--- config.mk ---
export PLATFORM = sky130hd
export DESIGN_NAME = rd_ctrl
export DESIGN_NICKNAME = d
export VERILOG_FILES = /design/src/logic/pfifo_pkg.sv /design/src/logic/rd_ctrl.sv
export SDC_FILE = /design/constraint.sdc
export NUM_CORES = 1
export LEC_CHECK = 0
export BUFFER_PORTS_ARGS = -buffer_cell sky130_fd_sc_hd__clkbuf_2
export CORE_MARGIN = 2
export CORE_UTILIZATION = 54
export DETAILED_ROUTE_END_ITERATION = 10
export PLACE_DENSITY = 0.95
export REMOVE_ABC_BUFFERS = 1
export SLEW_MARGIN = 20
export SYNTH_ARGS = -nofsm -noshare
export SYNTH_HDL_FRONTEND = slang
export SYNTH_SLANG_ARGS = --single-unit
export TNS_END_PERCENT = 100
--- constraint.sdc ---
create_clock -name rclock -period 5.98 [get_ports rclock]
set_input_delay 1.196 -clock rclock [delete_from_list [all_inputs] [get_ports rclock]]
set_output_delay 1.196 -clock rclock [all_outputs]
set_load 0.05 [all_outputs]
--- src/logic/pfifo_pkg.sv ---
// packet FIFO shared definitions
// packet word layout, payload width and eop crossing constants
// used by storage, read control and the crossings

package pfifo_pkg;

    // ------------------------------------------------------------------
    // sizes
    // ------------------------------------------------------------------
    localparam int DATA_W      = 16;  // payload bits per word
    localparam int NUM_BANKS   = 2;   // storage banks, used alternately

    // eop crossing
    localparam int EOP_STRETCH = 16;  // wclock cycles the eop level is held
    localparam int EOP_GAP     = 20;  // min wclock cycles between eop writes

    // ------------------------------------------------------------------
    // packet word, 18 bits
    // sop on top, then eop, then payload
    // ------------------------------------------------------------------
    typedef struct packed {
        logic              sop;   // first word of packet
        logic              eop;   // last word of packet
        logic [DATA_W-1:0] data;  // payload
    } pkt_word_t;

endpackage

--- src/logic/rd_ctrl.sv ---
// read side control
// first-word-fall-through head tracking over the banked storage,
// binary read pointer, complete-packet counter and registered empty
// the memory is driven with the next head address while popping

module rd_ctrl import pfifo_pkg::*; #(
    parameter int BANK_DEPTH = 1024
) (
    input  logic                                    rclock,
    input  logic                                    rreset,
    input  logic                                    re,
    input  logic                                    pkt_done,  // one per packet
    input  pkt_word_t                               rd_word,
    output logic                                    rd_bank,
    output logic [$clog2(BANK_DEPTH)-1:0]           rd_addr,
    output logic [$clog2(NUM_BANKS * BANK_DEPTH):0] rptr,      // binary
    output pkt_word_t                               rdata,
    output logic                                    empty
);

    localparam int ADDR_W = $clog2(BANK_DEPTH);
    localparam int PTR_W  = $clog2(NUM_BANKS * BANK_DEPTH) + 1;

    localparam logic [ADDR_W-1:0] LAST_ADDR = ADDR_W'(BANK_DEPTH - 1);

    logic [ADDR_W-1:0] head_addr;   // address of the word on rdata
    logic              head_bank;
    logic [ADDR_W-1:0] next_addr;   // word after the head
    logic              next_bank;
    logic [PTR_W-1:0]  pkt_cnt;     // whole packets stored
    logic [PTR_W-1:0]  pkt_cnt_nxt;
    logic              eop_pop;     // popping the last word of a packet

    // ------------------------------------------------------------------
    // head address and prefetch
    // ------------------------------------------------------------------
    always_comb begin
        if (head_addr == LAST_ADDR) begin
            next_addr = '0;
            next_bank = ~head_bank;  // cross into the other bank
        end else begin
            next_addr = head_addr + 1'b1;
            next_bank = head_bank;
        end
    end

    always_ff @(posedge rclock or negedge rreset) begin
        if (!rreset) begin
            head_addr <= '0;
            head_bank <= 1'b0;
        end else if (re) begin
            head_addr <= next_addr;
            head_bank <= next_bank;
        end
    end

    // read one ahead while popping, so the new head lands one rclock later
    assign rd_addr = re ? next_addr : head_addr;
    assign rd_bank = re ? next_bank : head_bank;

    // head word straight from storage
    assign rdata = rd_word;

    // ------------------------------------------------------------------
    // read pointer, one step per pop
    // ------------------------------------------------------------------
    always_ff @(posedge rclock or negedge rreset) begin
        if (!rreset) begin
            rptr <= '0;
        end else if (re) begin
            rptr <= rptr + 1'b1;
        end
    end

    // ------------------------------------------------------------------
    // packet counter and empty
    // ------------------------------------------------------------------
    assign eop_pop = re && rd_word.eop;

    always_comb begin
        if (pkt_done && eop_pop) begin
            pkt_cnt_nxt = pkt_cnt;               // one in, one out
        end else if (pkt_done) begin
            pkt_cnt_nxt = pkt_cnt + 1'b1;
        end else if (eop_pop) begin
            pkt_cnt_nxt = pkt_cnt - 1'b1;
        end else begin
            pkt_cnt_nxt = pkt_cnt;
        end
    end

    always_ff @(posedge rclock or negedge rreset) begin
        if (!rreset) begin
            pkt_cnt <= '0;
            empty   <= 1'b1;                     // nothing whole yet
        end else begin
            pkt_cnt <= pkt_cnt_nxt;
            empty   <= (pkt_cnt_nxt == '0);
        end
    end

endmodule

==> results.md, run 1 <==
* Worst setup SP type: input port
* Yosys Warn Count at 0
* Leading post-synthesis cells by cell area: dfrtp_1 (45%), xnor2_1 (8.1%), buf_4 (7.0%), xor2_1 (5.4%), nand4_1 (3.5%)
* Setup crit end kind: output pin
* H-tree depth at 2
* Postcts setup bufs at 0
* Vias in the first global route at 1,427
* Synth Register Bits at 36
* CTS Root Cell: clkbuf_4
* Boundary Pins at 64
* Final Hold Viols at 0
* Worst path cell trace: clkbuf_2, nand3_1, nor3_1, xor2_1, clkbuf_2
* Hold buffer count at CTS at 0
* Delay of the slowest cell on the worst path at roughly 0.48 ns
* Most common cell on crit path: clkbuf_2
* # diodes at 0
* Post-synthesis sequential area ratio at 46.5%
* Core Area at 3390 um2
* Gpl congestion at 0.836
* Setup Skew at 0.0155 ns
* Hold Crit Class: flip-flop to flip-flop
* NumNets Final at 231
* Worst skew pair latency at between 0.3 and 0.4 ns
* Max-cap check violation count at 0
* Die width at 63.9 um
* Slew Limit Headroom at 41.8%
* Critical-path top delay cell: nor3_1
* DR WL/cell at 15.9 um
* FFs w/ async S/R, synth at 100%
* Least-Margin Pin Slew at 0.873 ns
* Via count at 1,443
* Layout area overhead at 5.55%
* Initial DRC count at roughly 110
* Post-CTS sizing at 0
* TritonRoute pass-1 iters at 4
* WP data arrival at 2.62 ns
* Post-Syn Area per Cell at around 10 um2
* Fill cells at 280
* Setup TNS at 0 ns
* First-pass GRT wire length at 6830 um
* Status: complete, no violations
* Minimum clock period at 3.81 ns
* Maximum vdd drop at 196 uV
* Number of synthesized flops with an enable pin at 0
* Initial Util at 57.2%
* Total grt overflow at 0
* Critical path class: input port to output pin
* Antenna Nets Post-Route at 0
* Pin count of the biggest net entering global routing at 37
* Count of buffers from port buffering at 29
* RSZ-0062 raised after global routing: no
* Top-count cell post-synth: dfrtp_1
* Pwr per Cell Area at 470 nW/um2
* Fin. max-slew vios at 0
* Synth Cell Area at 1940 um2
* Top post-synthesis cells by count: dfrtp_1 (35), buf_4 (18), xnor2_1 (18), nand2_1 (15), nor2_1 (15)
* Area of the multi-input gates at 860 um2
* Crit-path max FO at 15
* TritonCTS clock tree: done
* Via density at 5.73
* Clock sink total at 36
* Share of cells above drive strength 1 at 20.9%
* Yosys cell types at 37
* Clk pin slew, worst setup/hold paths at 0.11 ns
* Final instance area at 2050 um2
* Leakage at 0.946 nW
* Seq. cell area at 902 um2
* Post-synthesis instance total at between 150 and 200
* Crit path required time at 4.78 ns
* Drt drc at 0
* Chip height at 63.9 um
* Placed Area at roughly 2000 um2
* Routed wire length at 4010 um
* Fmax at 262 MHz
* CTS Buf Count at 5
* Non-Filler Instances at 252
* Initial antenna violation count at 0
* Clock Path Buffers at 2
* Endpoints failing setup at 0
* Top cell type's share of synthesized area at 45.2%
* Site row count at 21
* Final HPWL DP at 3010 um
* Tot GR Track Use at 22.0%
* Post-synth top area cell: dfrtp_1
* Placed Cells at 244
* Part of the cycle the worst path needs at 63.8%
* Die area at between 4000 and 5000 um2
* Ys flop type: dfrtp_1
registers in the layout (all words and copies together) (netlist names):
register	cells
empty	1
head_addr	10
head_bank	1
pkt_cnt	12
rptr	12
worst max-delay path: cells and delay by family:
kind / cells / cell delay (ns)
and+or+nand+nor: 2 / 0.63
buffers and inverters: 2 / 0.57
xor gates and xnor gates: 1 / 0.23
metrics by stage:
step           total power [W]  hold WS (ns)  setup WS, ns  util (%)
2_1_floorplan         0.000726         0.438          1.75         -
3_3_place_gp          0.000814         0.449          2.26      58.7
3_5_place_dp          0.000838         0.452          2.18      58.7
4_1_cts               0.000967         0.472          2.17      60.4
5_1_grt                0.00103         0.492          1.99      60.4
6_report              0.000962         0.468          2.17      60.4
area by class of cell:
cell class	instances	share of cell area, %
clock buffers	5	1.83
clock inverters	3	0.917
inverters	7	1.28
multi-input cells	126	42.0
flip-flops and latches	36	44.1
well taps	46	2.81
repair buffers	29	7.09
placed cells by master, fill, tap and decap left out, types with 2 or more instances in the layout:
master | Yosys | layout
o31ai_1 | 2 | 2
or3_1 | 2 | 2
nand4_1 | 11 | 11
dfrtp_1 | 35 | 35
nand3_1 | 11 | 11
mux2i_1 | 3 | 3
a21oi_1 | 2 | 2
xor2_1 | 12 | 12
clkbuf_4 | 0 | 5
o22ai_1 | 2 | 2
a211oi_1 | 2 | 2
o32ai_1 | 2 | 2
ha_1 | 4 | 4
xnor2_1 | 18 | 18
nor2_1 | 15 | 15
inv_1 | 7 | 7
clkbuf_2 | 0 | 29
and3_1 | 2 | 2
and4_1 | 2 | 2
o21ai_0 | 5 | 5
nor3_1 | 3 | 3
clkinv_2 | 0 | 2
nand2_1 | 15 | 15
per-layer routing:
layer,track usage (%),up-vias,share of wire (%)
met1,27.6,709,42
met2,32.9,52,48
met5,5.56,-,0
met3,7.92,6,8.5
met4,11.1,0,1.8
li1,-,676,-
path summary, 6_finish.rpt:
check / start / to / slack [ns] / cells past startpoint
max: re / rd_bank / 2.17 / 5
min: head_bank$_DFF_PN0_ / head_bank$_DFF_PN0_ / 0.47 / 1
max reg2reg: pkt_cnt[0]$_DFF_PN0_ / empty$_DFF_PN1_ / 3.74 / 8
min reg2reg: head_bank$_DFF_PN0_ / head_bank$_DFF_PN0_ / 0.47 / 1
max in group asynchronous: rreset / pkt_cnt[4]$_DFF_PN0_ / 4.48 / 1
min in group asynchronous: rreset / head_addr[2]$_DFF_PN0_ / 0.94 / 1
power breakdown:
group | internal [W] | leakage (nW) | switching [W] | total (W)
Combinational | 0.000133 | 0.459 | 0.000282 | 0.000415
Clock | 0.0000451 | 0.0349 | 0.0000831 | 0.000128
Sequential | 0.000317 | 0.452 | 0.000102 | 0.000419
kinds of logic (layout without fill, tap and decap cells):
group | Yosys count | after routing | share of synthesized area, %
AO/OA/AOI/OAI | 20 | 20 | 7.29
XOR/XNOR | 30 | 30 | 13.5
adder cells (fa/ha/maj) | 4 | 4 | 2.58
buffers and inverters | 29 | 44 | 9.16
flip-flops | 36 | 36 | 46.5
multiplexers | 4 | 4 | 2.13
AND/OR/NAND/NOR | 68 | 68 | 18.8
Note: power is estimated with default switching activity, not from simulation.
==> run 2: changes to the inputs <==
Settings changed: CORE_UTILIZATION 54 to 45, PLACE_DENSITY 0.95 to 0.87.
Clock period 5.98 ns to 3.5 ns, I/O delays scaled along.
==> run 2 against run 1 <==
Net effect: clock-buffer cell count stayed put; sequential cell count is the same; global-route usage fell by 5.9 points; sequential power increased by 70%; final area rose by 5.3%; first-iteration DRC count is 22% lower; register-to-register slack worse by 2.4 ns; total power is 100% higher; die area up 19%; core utilization fell by 7.7 points; highest routed layer unchanged.
==> results.md, run 2 (synthesis gave the netlist of run 1 again) <==
* Slew Limit Headroom at 42.7%
* Worst path cell trace: clkbuf_2, nand3_1, nor3_1, xor2_1, clkbuf_2
* NumNets Final at 231
* RSZ-0062 raised after global routing: no
* Worst setup SP type: input port
* Count of buffers from port buffering at 29
* H-tree depth at 2
* Critical-path top delay cell: nor3_1
* Clock sink total at 36
* Crit-path max FO at 15
* Vias in the first global route at about 1,300
* Site row count at 23
* Delay of the slowest cell on the worst path at 0.43 ns
* TritonCTS clock tree: done
* Initial Util at 47.5%
* Antenna Nets Post-Route at 0
* Fin. max-slew vios at 0
* Largest regs: pkt_cnt: 12 flops, rptr: 12 flops, head_addr: 10 flops
* Post-CTS sizing at 0
* Pwr per Cell Area at 892 nW/um2
* Critical path class: input port to output pin
* Setup TNS at 0 ns
* Drt drc at 0
* Postcts setup bufs at 0
* Placed Cells at 248
* TritonRoute pass-1 iters at 4
* Endpoints failing setup at 0
* Fill cells at between 300 and 400
* DR WL/cell at 14.9 um
* Boundary Pins at 64
* Part of the cycle the worst path needs at 79.8%
* Final HPWL DP at 2830 um
* Least-Margin Pin Slew at between 0.8 and 0.9 ns
* Most common cell on crit path: clkbuf_2
* Routed wire length at 3820 um
* Leakage at 0.990 nW
* Chip height at 69.7 um
* Clk pin slew, worst setup/hold paths at 0.07 ns
* Minimum clock period at 2.79 ns
* Worst skew pair latency at slightly below 0.3 ns
* Commonest non-fill, non-tap cell in the layout: dfrtp_1
* Setup crit end kind: output pin
* Non-Filler Instances at 256
* Max-cap check violation count at 0
* Fmax at roughly 360 MHz
* Die area at 4850 um2
* Via density at between 5 and 6
* Seq. cell area at 902 um2
* Hold buffer count at CTS at 0
* Hold Crit Class: flip-flop to flip-flop
* First-pass GRT wire length at 6240 um
* Initial antenna violation count at 0
* Clock Path Buffers at 2
* Final Hold Viols at 0
* Area of the multi-input gates at 860 um2
* Via count at 1,425
* Core Area at 4090 um2
* Tot GR Track Use at between 10% and 20%
* Gpl congestion at 0.828
* Pin count of the biggest net entering global routing at 37
* Most frequent cells in the layout: dfrtp_1 (35), clkbuf_2 (29), xnor2_1 (18), nand2_1 (15), nor2_1 (15)
* Placed Area at about 2000 um2
* Setup Skew at 0.00570 ns
* Crit path required time at 2.80 ns
* WP data arrival at about 2.1 ns
* # diodes at 0
* Final instance area at 2150 um2
* Layout area overhead at 11.1%
* Worst reg2reg setup slack at around 1.3 ns
* CTS Buf Count at 5
* Status: complete, no violations
* CTS Root Cell: clkbuf_8
* Die width at 69.7 um
* Share of cells above drive strength 1 at 20.9%
* Maximum vdd drop at 382 uV
* Initial DRC count at between 80 and 90
* Total grt overflow at 0
run 2: report_power, final:
| part | switching (W) | leakage [nW] | internal [W] |
|---|---|---|---|
| combinational | 0.000479 | 0.459 | 0.000226 |
| sequential | 0.000170 | 0.452 | 0.000543 |
| clock | 0.000148 | 0.0784 | 0.000356 |
| total | 0.000797 | 0.990 | 0.00113 |
run 2: per-stage QoR:
step | utilization [%] | power, W | hold WS [ns] | setup WS [ns]
after CTS | 52.7 | 0.00193 | 0.471 | 0.689
after floorplan | - | 0.00124 | 0.404 | 0.260
after global routing | 52.7 | 0.00203 | 0.490 | 0.548
after detailed placement | 48.8 | 0.00142 | 0.461 | 0.695
after global placement | 48.8 | 0.00140 | 0.449 | 0.765
final | 52.7 | 0.00192 | 0.468 | 0.707
run 2: layout make-up:
cell class / instances / area share [%]
clock buffers: 5 / 3.19
clock inverters: 3 / 4.18
inverters: 7 / 1.22
multi-input cells: 126 / 39.9
flip-flops and latches: 36 / 41.9
well taps: 50 / 2.90
repair buffers: 29 / 6.74
run 2: routing by layer:
metal  vias to the layer above  wire, um  global-route usage [%]
met2                        63      1710                    22.1
met5                         -         0                    3.33
met1                       682      1700                    22.0
met3                         5       371                    8.58
met4                         0        40                    4.49
li1                        675         -                       -
run 2: worst paths after layout:
| kind | start | end | cells past startpoint |
|---|---|---|---|
| hold reg to reg | pkt_cnt[11]$_DFF_PN0_ | pkt_cnt[11]$_DFF_PN0_ | 1 |
| min in group asynchronous | rreset | rptr[0]$_DFFE_PN0P_ | 1 |
| max in group asynchronous | rreset | pkt_cnt[9]$_DFF_PN0_ | 1 |
| setup / recovery | re | rd_bank | 5 |
| hold / removal | pkt_cnt[11]$_DFF_PN0_ | pkt_cnt[11]$_DFF_PN0_ | 1 |
| setup reg to reg | pkt_cnt[0]$_DFF_PN0_ | empty$_DFF_PN1_ | 8 |
run 2: critical path: cells and delay by family:
kind / cells / cell delay [ns]
buffers and inverters: 2 / 0.56
and+or+nand+nor: 2 / 0.58
xor gates and xnor gates: 1 / 0.25
