[src/logic/pfifo_pkg.sv]
// packet FIFO shared definitions
// packet word layout, payload width and eop crossing constants
// used by storage, read control and the crossings

package pfifo_pkg;

    // ------------------------------------------------------------------
    // sizes
    // ------------------------------------------------------------------
    localparam int DATA_W      = 16;  // payload bits per word
    localparam int NUM_BANKS   = 2;   // storage banks, used alternately

    // eop crossing
    localparam int EOP_STRETCH = 16;  // wclock cycles the eop level is held
    localparam int EOP_GAP     = 20;  // min wclock cycles between eop writes

    // ------------------------------------------------------------------
    // packet word, 18 bits
    // sop on top, then eop, then payload
    // ------------------------------------------------------------------
    typedef struct packed {
        logic              sop;   // first word of packet
        logic              eop;   // last word of packet
        logic [DATA_W-1:0] data;  // payload
    } pkt_word_t;

endpackage

[src/logic/wr_ctrl.sv]
// write side control
// bank address counter with bank toggle at the last word,
// binary write pointer and a registered conservative full flag

module wr_ctrl import pfifo_pkg::*; #(
    parameter int BANK_DEPTH = 1024
) (
    input  logic                                         wclock,
    input  logic                                         wreset,
    input  logic                                         we,
    input  logic [$clog2(NUM_BANKS * BANK_DEPTH):0]      rptr_sync,  // binary
    output logic                                         wr_en,
    output logic                                         wr_bank,
    output logic [$clog2(BANK_DEPTH)-1:0]                wr_addr,
    output logic                                         full
);

    localparam int ADDR_W = $clog2(BANK_DEPTH);
    localparam int TOTAL  = NUM_BANKS * BANK_DEPTH;  // words over all banks
    localparam int PTR_W  = $clog2(TOTAL) + 1;

    localparam logic [ADDR_W-1:0] LAST_ADDR = ADDR_W'(BANK_DEPTH - 1);
    localparam logic [PTR_W-1:0]  FULL_LVL  = PTR_W'(TOTAL - 1);  // one word spare

    logic [PTR_W-1:0] wptr;   // binary, counts every write
    logic [PTR_W-1:0] wdiff;  // words stored as seen from wclock

    // memory write on the same edge as we
    assign wr_en = we;

    // ------------------------------------------------------------------
    // bank address and bank toggle
    // ------------------------------------------------------------------
    always_ff @(posedge wclock or negedge wreset) begin
        if (!wreset) begin
            wr_addr <= '0;
            wr_bank <= 1'b0;
        end else if (we) begin
            if (wr_addr == LAST_ADDR) begin
                wr_addr <= '0;
                wr_bank <= ~wr_bank;  // next bank
            end else begin
                wr_addr <= wr_addr + 1'b1;
            end
        end
    end

    // ------------------------------------------------------------------
    // write pointer
    // ------------------------------------------------------------------
    always_ff @(posedge wclock or negedge wreset) begin
        if (!wreset) begin
            wptr <= '0;
        end else if (we) begin
            wptr <= wptr + 1'b1;  // wraps with the extra bit
        end
    end

    // ------------------------------------------------------------------
    // full flag
    // ------------------------------------------------------------------
    // read pointer lags, so this errs on the full side
    assign wdiff = wptr - rptr_sync;

    always_ff @(posedge wclock or negedge wreset) begin
        if (!wreset) begin
            full <= 1'b0;
        end else begin
            full <= (wdiff >= FULL_LVL);
        end
    end

endmodule

[config.mk]
export PLATFORM = sky130hd
export DESIGN_NAME = wr_ctrl
export DESIGN_NICKNAME = d
export VERILOG_FILES = /design/src/logic/pfifo_pkg.sv /design/src/logic/wr_ctrl.sv
export SDC_FILE = /design/constraint.sdc
export NUM_CORES = 1
export LEC_CHECK = 0
export ABC_AREA = 1
export BUFFER_PORTS_ARGS = -buffer_cell sky130_fd_sc_hd__buf_2
export CAP_MARGIN = 30
export CELL_PAD_IN_SITES_DETAIL_PLACEMENT = 0
export CELL_PAD_IN_SITES_GLOBAL_PLACEMENT = 2
export CORE_ASPECT_RATIO = 0.5
export CORE_UTILIZATION = 35
export DETAILED_ROUTE_END_ITERATION = 6
export PLACE_DENSITY_LB_ADDON = 0.1
export SLEW_MARGIN = 25
export SYNTH_ARGS = -nofsm -noshare
export SYNTH_HDL_FRONTEND = slang
export SYNTH_SLANG_ARGS = --single-unit
[constraint.sdc]
create_clock -name wclock -period 3 [get_ports wclock]
set_input_delay 0.3 -clock wclock [delete_from_list [all_inputs] [get_ports wclock]]
set_output_delay 0.3 -clock wclock [all_outputs]
set_load 0.01 [all_outputs]
==> metrics.md, run 1 <==
| Metric | Value |
|---|---|
| Total placed instance area | 2010 sq um |
| Critical Path End Type | register |
| Die Area | 5450 sq um |
| Fin util | 41.6% |
| DR vias | 1,542 |
| HPWL Detailed | 3100 microns |
| Worst r2r path cells | 13 |
| RSZ-0062 raised after global routing | false |
| # Post-CTS Setup Buffers | 0 |
| Final setup skew | 0.000680 ns |
| Worst-Skew Late Latency | 0.26 ns |
| # diodes | 0 |
| RePlAce Congestion | 0.791 |
| Boundary Pins | 28 |
| Root Driver | clkbuf_8 |
| Total number of yosys warnings | 0 |
| Area grow syn2layout | 13.8% |
| CTS tree | done |
| First DRT Iteration DRCs | 22 |
| DRC Markers | 0 |
| TritonCTS buffer count | 3 |
| DP Worst Slack | 0.991 ns |
| Slew Viols, Final | 0 |
| Initial Util | 36.5% |
| Critical R2R Capture | full |
| Layout Nets | 301 |
| Distinct cell type count after synthesis | 28 |
| Crit Path Max Fanout | 4 |
| Avg Cell Area, Syn | 7.44 sq um |
| Register bit total from synthesis | 24 |
| Sequential-to-total area share from yosys stat | 33.4% |
| CTS H-Tree Depth | 1 |
| Clock slew at reported path FFs | 0.08 ns |
| Post-route setup slack | 0.988 ns |
| Pleak | 1.14 nW |
| Startpoint types | register |
| Tcrit/Tclk final | 67.1% |
| Hold Slack | 0.00989 ns |
| Max clock buf depth | 2 |
| Final setup TNS | 0 ns |
| Share of cells above drive strength 1 | 17.4% |
| Remaining antenna violation count | 0 |
| Routed len/inst | 11.1 microns |
| WL final | 3760 microns |
| CTS Hold Bufs | 0 |
| Max_slew headroom | 64.5% |
| Endpoints failing setup | 0 |
| PostCTS Resize Cnt | 0 |
| Netlist Area Pre-Place | 1800 sq um |
| Drt pass-1 iters | 4 |
| Vert. Die Dim | 52.7 microns |
| Inst Count DP | 337 |
| Num rows | 18 |
| Number of global-route vias before repair | 1,463 |
| F_max | 497 MHz |
| Worst vdd ir | 0.326 mV |
| Crit path time final | 2.01 ns |
| Crit Reg-Reg Startpoint | wptr[0] |
| Synth Instances | 242 |
| R2R setup slack | 0.99 ns |
| Synth area leaders | dfrtp_1 (33%), nand2_1 (13%), ha_1 (9.0%) |
| Die W | 103 microns |
| Final hold violation count | 0 |
| Post-Layout Cell Count | 340 |
| Critical Path AT | 2.22 ns |
| Drt via density | 4.54 |
| Area share of the largest cell type after synthesis | 33.4% |
| Critical Path RT | 3.20 ns |
| P per Cell Area | 686 nW/um^2 |
| Initial antenna violation count | 0 |
| Post-route cell area | 2050 sq um |
| Fill count | 519 |
| Outcome | completed |
| Largest net degree at the start of global routing | 25 |
| Core Footprint | 4930 sq um |
| CP Class | reg2reg |
| Remaining global-route overflow | 0 |
| Mapped Nets | 271 |
| Overall global routing resource usage | 16.1% |
| # port buffers | 27 |
| Type of the most critical hold path | in2async |
| Cell taking the most area after synthesis | dfrtp_1 |
| Worst Max-Slew Pin Slew | 0.533 ns |
| First-pass GRT wire length | 6600 microns |
| CTS Sinks | 24 |
| Max Cap Viol | 0 |
| Final Power | 1.41 mW |
## logic make-up after synthesis
logic type	after synthesis	synth area share, %
adders and majority gates	14	10.1
DFF	24	33.4
xor gates and xnor gates	17	8.27
buffers and inverters	46	10.1
and+or+nand+nor	123	32.1
AOI/OAI and AO/OA	18	6.05
## synthesized netlist by cell type
| library cell | number |
|---|---|
| buf_4 | 2 |
| nand4_4 | 1 |
| ha_1 | 13 |
| a21oi_1 | 8 |
| nor2_4 | 1 |
| nor2_2 | 2 |
| nand3_1 | 22 |
| o21bai_1 | 2 |
| dfrtp_1 | 24 |
| inv_1 | 39 |
| nand2_1 | 61 |
| o221a_1 | 1 |
| xnor2_1 | 5 |
| nor3_4 | 1 |
| o21ai_1 | 3 |
| xor2_1 | 12 |
| clkinv_2 | 1 |
| a21oi_2 | 2 |
| nand3b_1 | 2 |
| nor2_1 | 18 |
| o21ai_0 | 2 |
| inv_2 | 4 |
| nor3b_1 | 1 |
| nand2_2 | 4 |
| nand3_2 | 1 |
| nor3_1 | 3 |
| fa_1 | 1 |
| nand4_1 | 6 |
## layer usage
layer / vias to the layer above / share of wire [%] / GRT usage [%]
met3: 4 / 2.0 / 1.60
met5: - / 0 / 0
met1: 698 / 53 / 22.9
met2: 21 / 44 / 25.8
met4: 0 / 0.90 / 4.93
li1: 819 / - / -
## cells in the final DEF (no fill, tap or decap)
master / netlist / routed
nand2_1: 61 / 61
inv_1: 39 / 39
buf_2: 0 / 27
dfrtp_1: 24 / 24
nand3_1: 22 / 22
nor2_1: 18 / 18
ha_1: 13 / 13
xor2_1: 12 / 12
a21oi_1: 8 / 8
nand4_1: 6 / 6
xnor2_1: 5 / 5
nand2_2: 4 / 4
inv_2: 4 / 4
nor3_1: 3 / 3
o21ai_1: 3 / 3
clkbuf_8: 0 / 3
nor2_2: 2 / 2
a21oi_2: 2 / 2
o21bai_1: 2 / 2
nand3b_1: 2 / 2
o21ai_0: 2 / 2
clkinv_2: 1 / 1
nand3_2: 1 / 1
nand4_4: 1 / 1
nor3_4: 1 / 1
nor2_4: 1 / 1
nor3b_1: 1 / 1
o221a_1: 1 / 1
fa_1: 1 / 1
## registers in the layout (all words and copies together) (netlist names)
name,cells
wptr,12
wr_bank,1
wr_addr,10
full,1
## power by group
part           internal [mW]  total (mW)  leakage (nW)  switching, mW
registers              0.415       0.540         0.301          0.125
logic                  0.270       0.680         0.818          0.409
clock network         0.0897       0.186        0.0216         0.0962
total                  0.775        1.41          1.14          0.631
## worst max-delay path, cell delays in order (launching register included)
cell     delay (ns)
dfrtp_1        0.45
inv_1          0.08
ha_1           0.13
inv_1          0.07
fa_1           0.42
nand2_1        0.12
nand2_1        0.06
nor3_1         0.15
nand2_1        0.08
nor2_1         0.10
nand2_1        0.06
nor2_1         0.08
nand3_1        0.09
nand2_1        0.07
## layout make-up
type	instances	area, sq um	area share [%]
repair buffers	27	135	6.59
inverters	44	166	8.12
flip-flops and latches	24	601	29.3
multi-input cells	172	1020	49.7
well taps	70	87.6	4.27
clock buffers	3	41.3	2.01
## how the worst max path moves through the flow
stage / start / to / slack (ns)
floorplan: wptr[0] / full / 1.21
global placement: wptr[0] / full / 1.04
detailed placement: wptr[0] / full / 0.99
CTS: wptr[0] / full / 0.98
global route: wptr[0] / full / 0.78
finish: wptr[0] / full / 0.99
Power figures use the tool's default switching activity.
==> run 2: changes to the inputs <==
--- a/config.mk
+++ b/config.mk
@@ -11,7 +11,7 @@
 export CELL_PAD_IN_SITES_DETAIL_PLACEMENT = 0
 export CELL_PAD_IN_SITES_GLOBAL_PLACEMENT = 2
 export CORE_ASPECT_RATIO = 0.5
-export CORE_UTILIZATION = 35
+export CORE_UTILIZATION = 29
 export DETAILED_ROUTE_END_ITERATION = 6
 export PLACE_DENSITY_LB_ADDON = 0.1
 export SLEW_MARGIN = 25
==> constraint.sdc (replaced) <==
create_clock -name wclock -period 1.8 [get_ports wclock]
set_input_delay 0.18 -clock wclock [delete_from_list [all_inputs] [get_ports wclock]]
set_output_delay 0.18 -clock wclock [all_outputs]
set_load 0.01 [all_outputs]
==> run 2 against run 1 <==
The flow now finishes with violations (negative setup slack). Clock skew increased by 0.0023 ns. Fmax increased by 9.8%. Clock power increased to 3.4 times the previous value. Critical path depth decreased by 1. Critical path type unchanged. Largest cell class unchanged. Largest power group unchanged.
==> metrics.md, run 2 (synthesized netlist as in run 1, its figures left out) <==
| Metric | Value |
|---|---|
| Max_slew headroom | 64.1% (-0.39 points) |
| Die W | 113 microns (+9.7%) |
| Core Footprint | 5730 sq um (+16%) |
| Crit Path Max Fanout | 2 (-2) |
| First DRT Iteration DRCs | 40 (+82%) |
| # port buffers | 27 (unchanged) |
| CP Class | reg2reg |
| Largest net degree at the start of global routing | 25 (unchanged) |
| Layout Nets | 317 (+5.3%) |
| Setup crit end | full |
| First-pass GRT wire length | 6930 microns (+5.0%) |
| CTS Sinks | 24 (unchanged) |
| TritonCTS buffer count | 3 (unchanged) |
| Post-route setup slack | -0.0320 ns (-1.02 ns) |
| Pleak | 1.25 nW (+9.4%) |
| Num rows | 19 (+1) |
| RePlAce Congestion | 0.739 (-6.6%) |
| Worst r2r path cells | 12 (-1) |
| Critical Path RT | 2.00 ns (-1.20 ns) |
| Overall global routing resource usage | 13.4% (-2.7 points) |
| Area grow syn2layout | 25.4% |
| Initial Util | 31.4% (-5.1 points) |
| CP Depth | 12 (-1) |
| DRC Markers | 0 (unchanged) |
| CTS tree | done |
| Most used cell, CP | nand2_1 |
| Critical Path End Type | register |
| Critical R2R Capture | full |
| Most frequent cells in the layout | nand2_1 (60), inv_1 (39), buf_2 (27) |
| Worst vdd ir | 0.874 mV (+170%) |
| Remaining antenna violation count | 0 (unchanged) |
| Share of cells above drive strength 1 | 22.6% (+5.2 points) |
| Outcome | finished, violations left |
| Vert. Die Dim | 57.7 microns (+9.5%) |
| Regs by FF count | wptr (12), wr_addr (10) |
| F_max | 546 MHz (+9.8%) |
| Type of the most critical hold path | in2reg |
| Largest register FFs | 12 (unchanged) |
| Endpoints failing setup | 1 (+1) |
| Worst-Skew Late Latency | 0.25 ns (about the same) |
| Initial antenna violation count | 0 (unchanged) |
| Commonest non-fill, non-tap cell in the layout | nand2_1 |
| DP Worst Slack | -0.0398 ns (-1.03 ns) |
| Tcrit/Tclk final | 102% (+35 points) |
| DR vias | 1,601 (+3.8%) |
| # diodes | 0 (unchanged) |
| Final setup TNS | -0.0320 ns (-0.0320 ns) |
| Routed len/inst | 10.6 microns (-4.1%) |
| Slowest CP cell | fa_2 |
| Slew Viols, Final | 0 (unchanged) |
| Critical Path Max Stage Delay | 0.52 ns (+0.07 ns) |
| Crit path time final | 1.83 ns (-0.180 ns) |
| Biggest register | wptr |
| Max Cap Viol | 0 (unchanged) |
| HPWL Detailed | 3340 microns (+7.8%) |
| Worst Max-Slew Pin Slew | 0.539 ns (+0.00584 ns) |
| CTS H-Tree Depth | 1 (unchanged) |
| Startpoint types | register |
| Worst path buffer plus inverter count | 2 (unchanged) |
| Drt via density | 4.32 (-4.8%) |
| Failing checks | negative setup slack |
| Remaining global-route overflow | 0 (unchanged) |
| RSZ-0062 raised after global routing | true |
| Final setup skew | 0.00298 ns (+0.00230 ns) |
| R2R setup slack | -0.03 ns (-1.02 ns) |
| Root Driver | clkbuf_16 |
| Critical Path AT | 2.03 ns (-0.19 ns) |
| CP Cell Sequence | inv_1 > ha_1 > inv_1 > fa_2 > nand2_1 > nor3_1 > nand2_1 > nor2_1 > nand2_1 > nor2_1 > nand3_1 > nand2_1 |
| Crit path launch | wptr[0] |
| Max clock buf depth | 2 (unchanged) |
| Crit Reg-Reg Startpoint | wptr[0] |
| Boundary Pins | 28 (unchanged) |
| Final hold violation count | 0 (unchanged) |
| Clock slew at reported path FFs | 0.06 ns (-0.02 ns) |
| WL final | 3930 microns (+4.6%) |
| Die Area | 6550 sq um (+20%) |
| Drt pass-1 iters | 4 (unchanged) |
| Number of global-route vias before repair | 1,541 (+5.3%) |
| Top Family by Delay on Critical Path | adder cells |
| P per Cell Area | 1270 nW/um^2 (+85%) |
run 2: changes by cell type in the layout (fill, tap and decap cells not counted), sizes merged:
| cell | change |
|---|---|
| bufinv | +1 |
| dlygate4sd3 | +1 |
| buf | +15 |
run 2: power by group:
group | internal, mW | switching, mW
clock | 0.442 | 0.186
sequential | 0.693 | 0.149
combinational | 0.610 | 0.786
total | 1.74 | 1.12
run 2: timing repair:
item                                    4_1_cts  5_1_grt
resized for setup                             0        2
hold buffers                                  1        0
buffers inserted                              0        0
hold endpoints to repair                     24        0
endpoints found under the setup margin        1        1
pin swaps                                     0        1
run 2: metrics by stage:
| stage | power (mW) | instances | util [%] | cell area, sq um | hold WS [ns] |
|---|---|---|---|---|---|
| after floorplan | 1.72 | 242 | - | 1800 | -0.116 |
| after global placement | 2.25 | 366 | 37.3 | 2140 | 0.212 |
| after detailed placement | 2.25 | 366 | 37.3 | 2140 | 0.203 |
| after CTS | 2.89 | 371 | 39.3 | 2250 | 0.271 |
| after global routing | 3.13 | 371 | 39.4 | 2260 | 0.307 |
| final | 2.87 | 371 | 39.4 | 2260 | 0.273 |
run 2: area by class of cell:
type	instances	area, sq um
clock buffer	3	75.1
clock inverter	1	30.0
fill	595	3470
inverter	44	166
multi-input combinational	172	1020
sequential	24	601
tap	84	105
timing repair buffer	43	258
run 2: how the worst min path moves through the flow:
| stage | start | end | depth (start not counted) | slack (ns) |
|---|---|---|---|---|
| after detailed placement | wreset | wr_addr[2] | 1 | 0.20 |
| after global placement | wreset | wr_addr[2] | 1 | 0.21 |
| final | we | wptr[1] | 3 | 0.27 |
| after CTS | we | wptr[1] | 3 | 0.27 |
| after global routing | we | wptr[1] | 3 | 0.31 |
| after floorplan | wreset | full | 0 | -0.12 |
run 2: layer usage:
metal  share of wire (%)  wire length [microns]  track usage, %
met1                  56                   2190            19.4
met2                  42                   1640            21.6
met3                 2.2                     88            2.51
met4                0.43                     17            1.69
met5                   0                      0               0
run 2: worst reg2reg max path, delay by kind of cell, from the launching register on:
| kind | cells | cell delay (ns) |
|---|---|---|
| buffers and inverters | 2 | 0.12 |
| AND/OR/NAND/NOR | 8 | 0.63 |
| flip-flops | 1 | 0.38 |
| adder cells (fa/ha/maj) | 2 | 0.65 |
==> run 3: changes to the inputs <==
--- a/config.mk
+++ b/config.mk
@@ -13,7 +13,7 @@
 export CORE_ASPECT_RATIO = 0.5
 export CORE_UTILIZATION = 29
 export DETAILED_ROUTE_END_ITERATION = 6
-export PLACE_DENSITY_LB_ADDON = 0.1
+export PLACE_DENSITY_LB_ADDON = 0.3
 export SLEW_MARGIN = 25
 export SYNTH_ARGS = -nofsm -noshare
 export SYNTH_HDL_FRONTEND = slang
==> constraint.sdc (replaced) <==
create_clock -name wclock -period 1.8 [get_ports wclock]
set_input_delay 0 -clock wclock [delete_from_list [all_inputs] [get_ports wclock]]
set_output_delay 0 -clock wclock [all_outputs]
set_load 0.01 [all_outputs]
==> run 3 against run 2 <==
Sequential cell count did not move. Clock skew increased by 0.0011 ns. Critical endpoint unchanged. Clock power is 0.8% higher. Design area is 0.33% lower. The run still ends with negative setup slack left. Largest power group unchanged.
==> metrics.md, run 3 (synthesized netlist as in run 1, its figures left out) <==
| Metric | Value |
|---|---|
| F_max | 554 MHz (+1.5%) |
| Crit Path Max Fanout | 2 (unchanged) |
| Remaining antenna violation count | 0 (unchanged) |
| GR peak layer | met2 |
| Crit Reg-Reg Startpoint | wptr[0] |
| Worst r2r path cells | 12 (unchanged) |
| First-pass GRT wire length | 7380 microns (+6.6%) |
| Critical R2R Capture | full |
| CTS Sinks | 24 (unchanged) |
| Core Footprint | 5730 sq um (unchanged) |
| RePlAce Congestion | 0.736 (-0.46%) |
| Boundary Pins | 28 (unchanged) |
| Crit path time final | 1.81 ns (-0.0270 ns) |
| Die W | 113 microns (unchanged) |
| Final setup skew | 0.00406 ns (+0.00108 ns) |
| Max clock buf depth | 2 (unchanged) |
| Overall global routing resource usage | 14.2% (+0.83 points) |
| Most frequent cells in the layout | nand2_1 (60), inv_1 (38), buf_2 (27) |
| TritonCTS buffer count | 3 (unchanged) |
| Layout Nets | 315 (-0.63%) |
| # diodes | 0 (unchanged) |
| Number of global-route vias before repair | 1,612 (+4.6%) |
| Initial antenna violation count | 0 (unchanged) |
| Drt pass-1 iters | 4 (unchanged) |
| Total placed instance area | 2120 sq um (-1.1%) |
| Drt via density | 4.30 (-0.34%) |
| Critical Path RT | 1.99 ns (about the same) |
| Final hold violation count | 0 (unchanged) |
| CTS tree | done |
| CP Class | reg2reg |
| Worst-Skew Late Latency | 0.26 ns (about the same) |
| Critical Path End Type | register |
| Grt met1 use | 20.5% (+1.2 points) |
| DR vias | 1,587 (-0.87%) |
| Worst vdd ir | 0.592 mV (-32%) |
| # port buffers | 27 (unchanged) |
| CTS H-Tree Depth | 1 (unchanged) |
| Routed len/inst | 10.9 microns (+2.6%) |
| Share of cells above drive strength 1 | 23.2% (+0.51 points) |
| Die Area | 6550 sq um (unchanged) |
| Regs by FF count | wptr (12), wr_addr (10) |
| Endpoints failing setup | 1 (unchanged) |
| Max_slew headroom | 63.4% (-0.71 points) |
| DRC Markers | 0 (unchanged) |
| Clock slew at reported path FFs | 0.06 ns (about the same) |
| HPWL Detailed | 3350 microns (+0.40%) |
| GRT met2 Usage | 22.9% (+1.3 points) |
| Worst Max-Slew Pin Slew | 0.550 ns (+0.0107 ns) |
| Root Driver | clkbuf_16 |
| Met3 usage | 2.51% (unchanged) |
| Largest net degree at the start of global routing | 25 (unchanged) |
| Remaining global-route overflow | 0 (unchanged) |
| Pleak | 1.24 nW (-0.94%) |
| Num rows | 19 (unchanged) |
| Vert. Die Dim | 57.7 microns (unchanged) |
| Commonest non-fill, non-tap cell in the layout | nand2_1 |
| Biggest register | wptr |
| Setup crit end | full |
| R2R setup slack | -0.005 ns (+0.03 ns) |
| Type of the most critical hold path | in2reg |
| P per Cell Area | 1280 nW/um^2 (+0.77%) |
| Max Cap Viol | 0 (unchanged) |
| Post-route setup slack | -0.00503 ns (+0.0270 ns) |
| Tcrit/Tclk final | 100% (-1.5 points) |
| Critical Path AT | 2.00 ns (-0.03 ns) |
| Post-route cell area | 2250 sq um (-0.33%) |
| WL final | 4020 microns (+2.1%) |
| Initial Util | 31.4% (unchanged) |
| RSZ-0062 raised after global routing | true |
| Failing checks | negative setup slack |
| First DRT Iteration DRCs | 62 (+55%) |
| Final Power | 2.88 mW (+0.44%) |
| Slew Viols, Final | 0 (unchanged) |
| Largest register FFs | 12 (unchanged) |
| Outcome | finished, violations left |
| Area grow syn2layout | 25.0% |
| Crit path launch | wptr[0] |
| Startpoint types | register |
-- run 3: per-stage QoR --
stage	util [%]	hold slack, ns	setup WS, ns	std cells	setup TNS, ns
5_1_grt	39.3	0.107	-0.118	369	-0.118
6_report	39.3	0.0941	-0.00503	369	-0.00503
2_1_floorplan	-	-0.296	0.0102	242	0
3_3_place_gp	36.9	0.0351	0.0586	363	0
3_5_place_dp	36.9	0.0297	-0.0361	363	-0.0361
4_1_cts	39.1	0.0917	-0.0257	368	-0.0257
-- run 3: repair_timing --
action                                  4_1_cts  5_1_grt
resized for setup                             4        1
endpoints found under the setup margin        1        1
buffers inserted                              0        1
hold buffers                                  1        0
endpoints found under the hold margin        24        0
-- run 3: worst min path at each step --
stage                     cells after the start    endpoint   start  slack [ns]
after floorplan                               0        full  wreset       -0.30
final                                         3     wptr[1]      we        0.09
after global placement                        1  wr_addr[4]  wreset        0.04
after detailed placement                      1  wr_addr[4]  wreset        0.03
after global routing                          3     wptr[1]      we        0.11
after CTS                                     3     wptr[1]      we        0.09
-- run 3: critical path, stage by stage (launching register included) --
cell	delay [ns]
dfrtp_1	0.38
inv_1	0.06
ha_1	0.15
inv_2	0.04
fa_2	0.51
nand2_1	0.06
nor3_2	0.10
nand2_1	0.06
nor2_1	0.10
nand2_1	0.06
nor2_1	0.09
nand3_1	0.07
nand2_1	0.06
-- run 3: final cells by class --
type / instances / area (sq um)
Fill cell: 607 / 3480
Multi-Input combinational cell: 172 / 1030
Sequential cell: 24 / 601
Timing Repair Buffer: 41 / 243
Inverter: 44 / 166
Tap cell: 84 / 105
Clock buffer: 3 / 75.1
Clock inverter: 1 / 30.0
-- run 3: metal layers --
metal  wire (microns)  share of wire [%]
met1             2250                 56
met2             1660                 41
met5                0                  0
met4               16               0.40
met3               91                2.3
-- run 3: power by group --
part	total, mW	internal [mW]	switching (mW)	leakage, nW
clock	0.632	0.442	0.190	0.0511
sequential	0.847	0.692	0.155	0.301
combinational	1.40	0.608	0.790	0.884
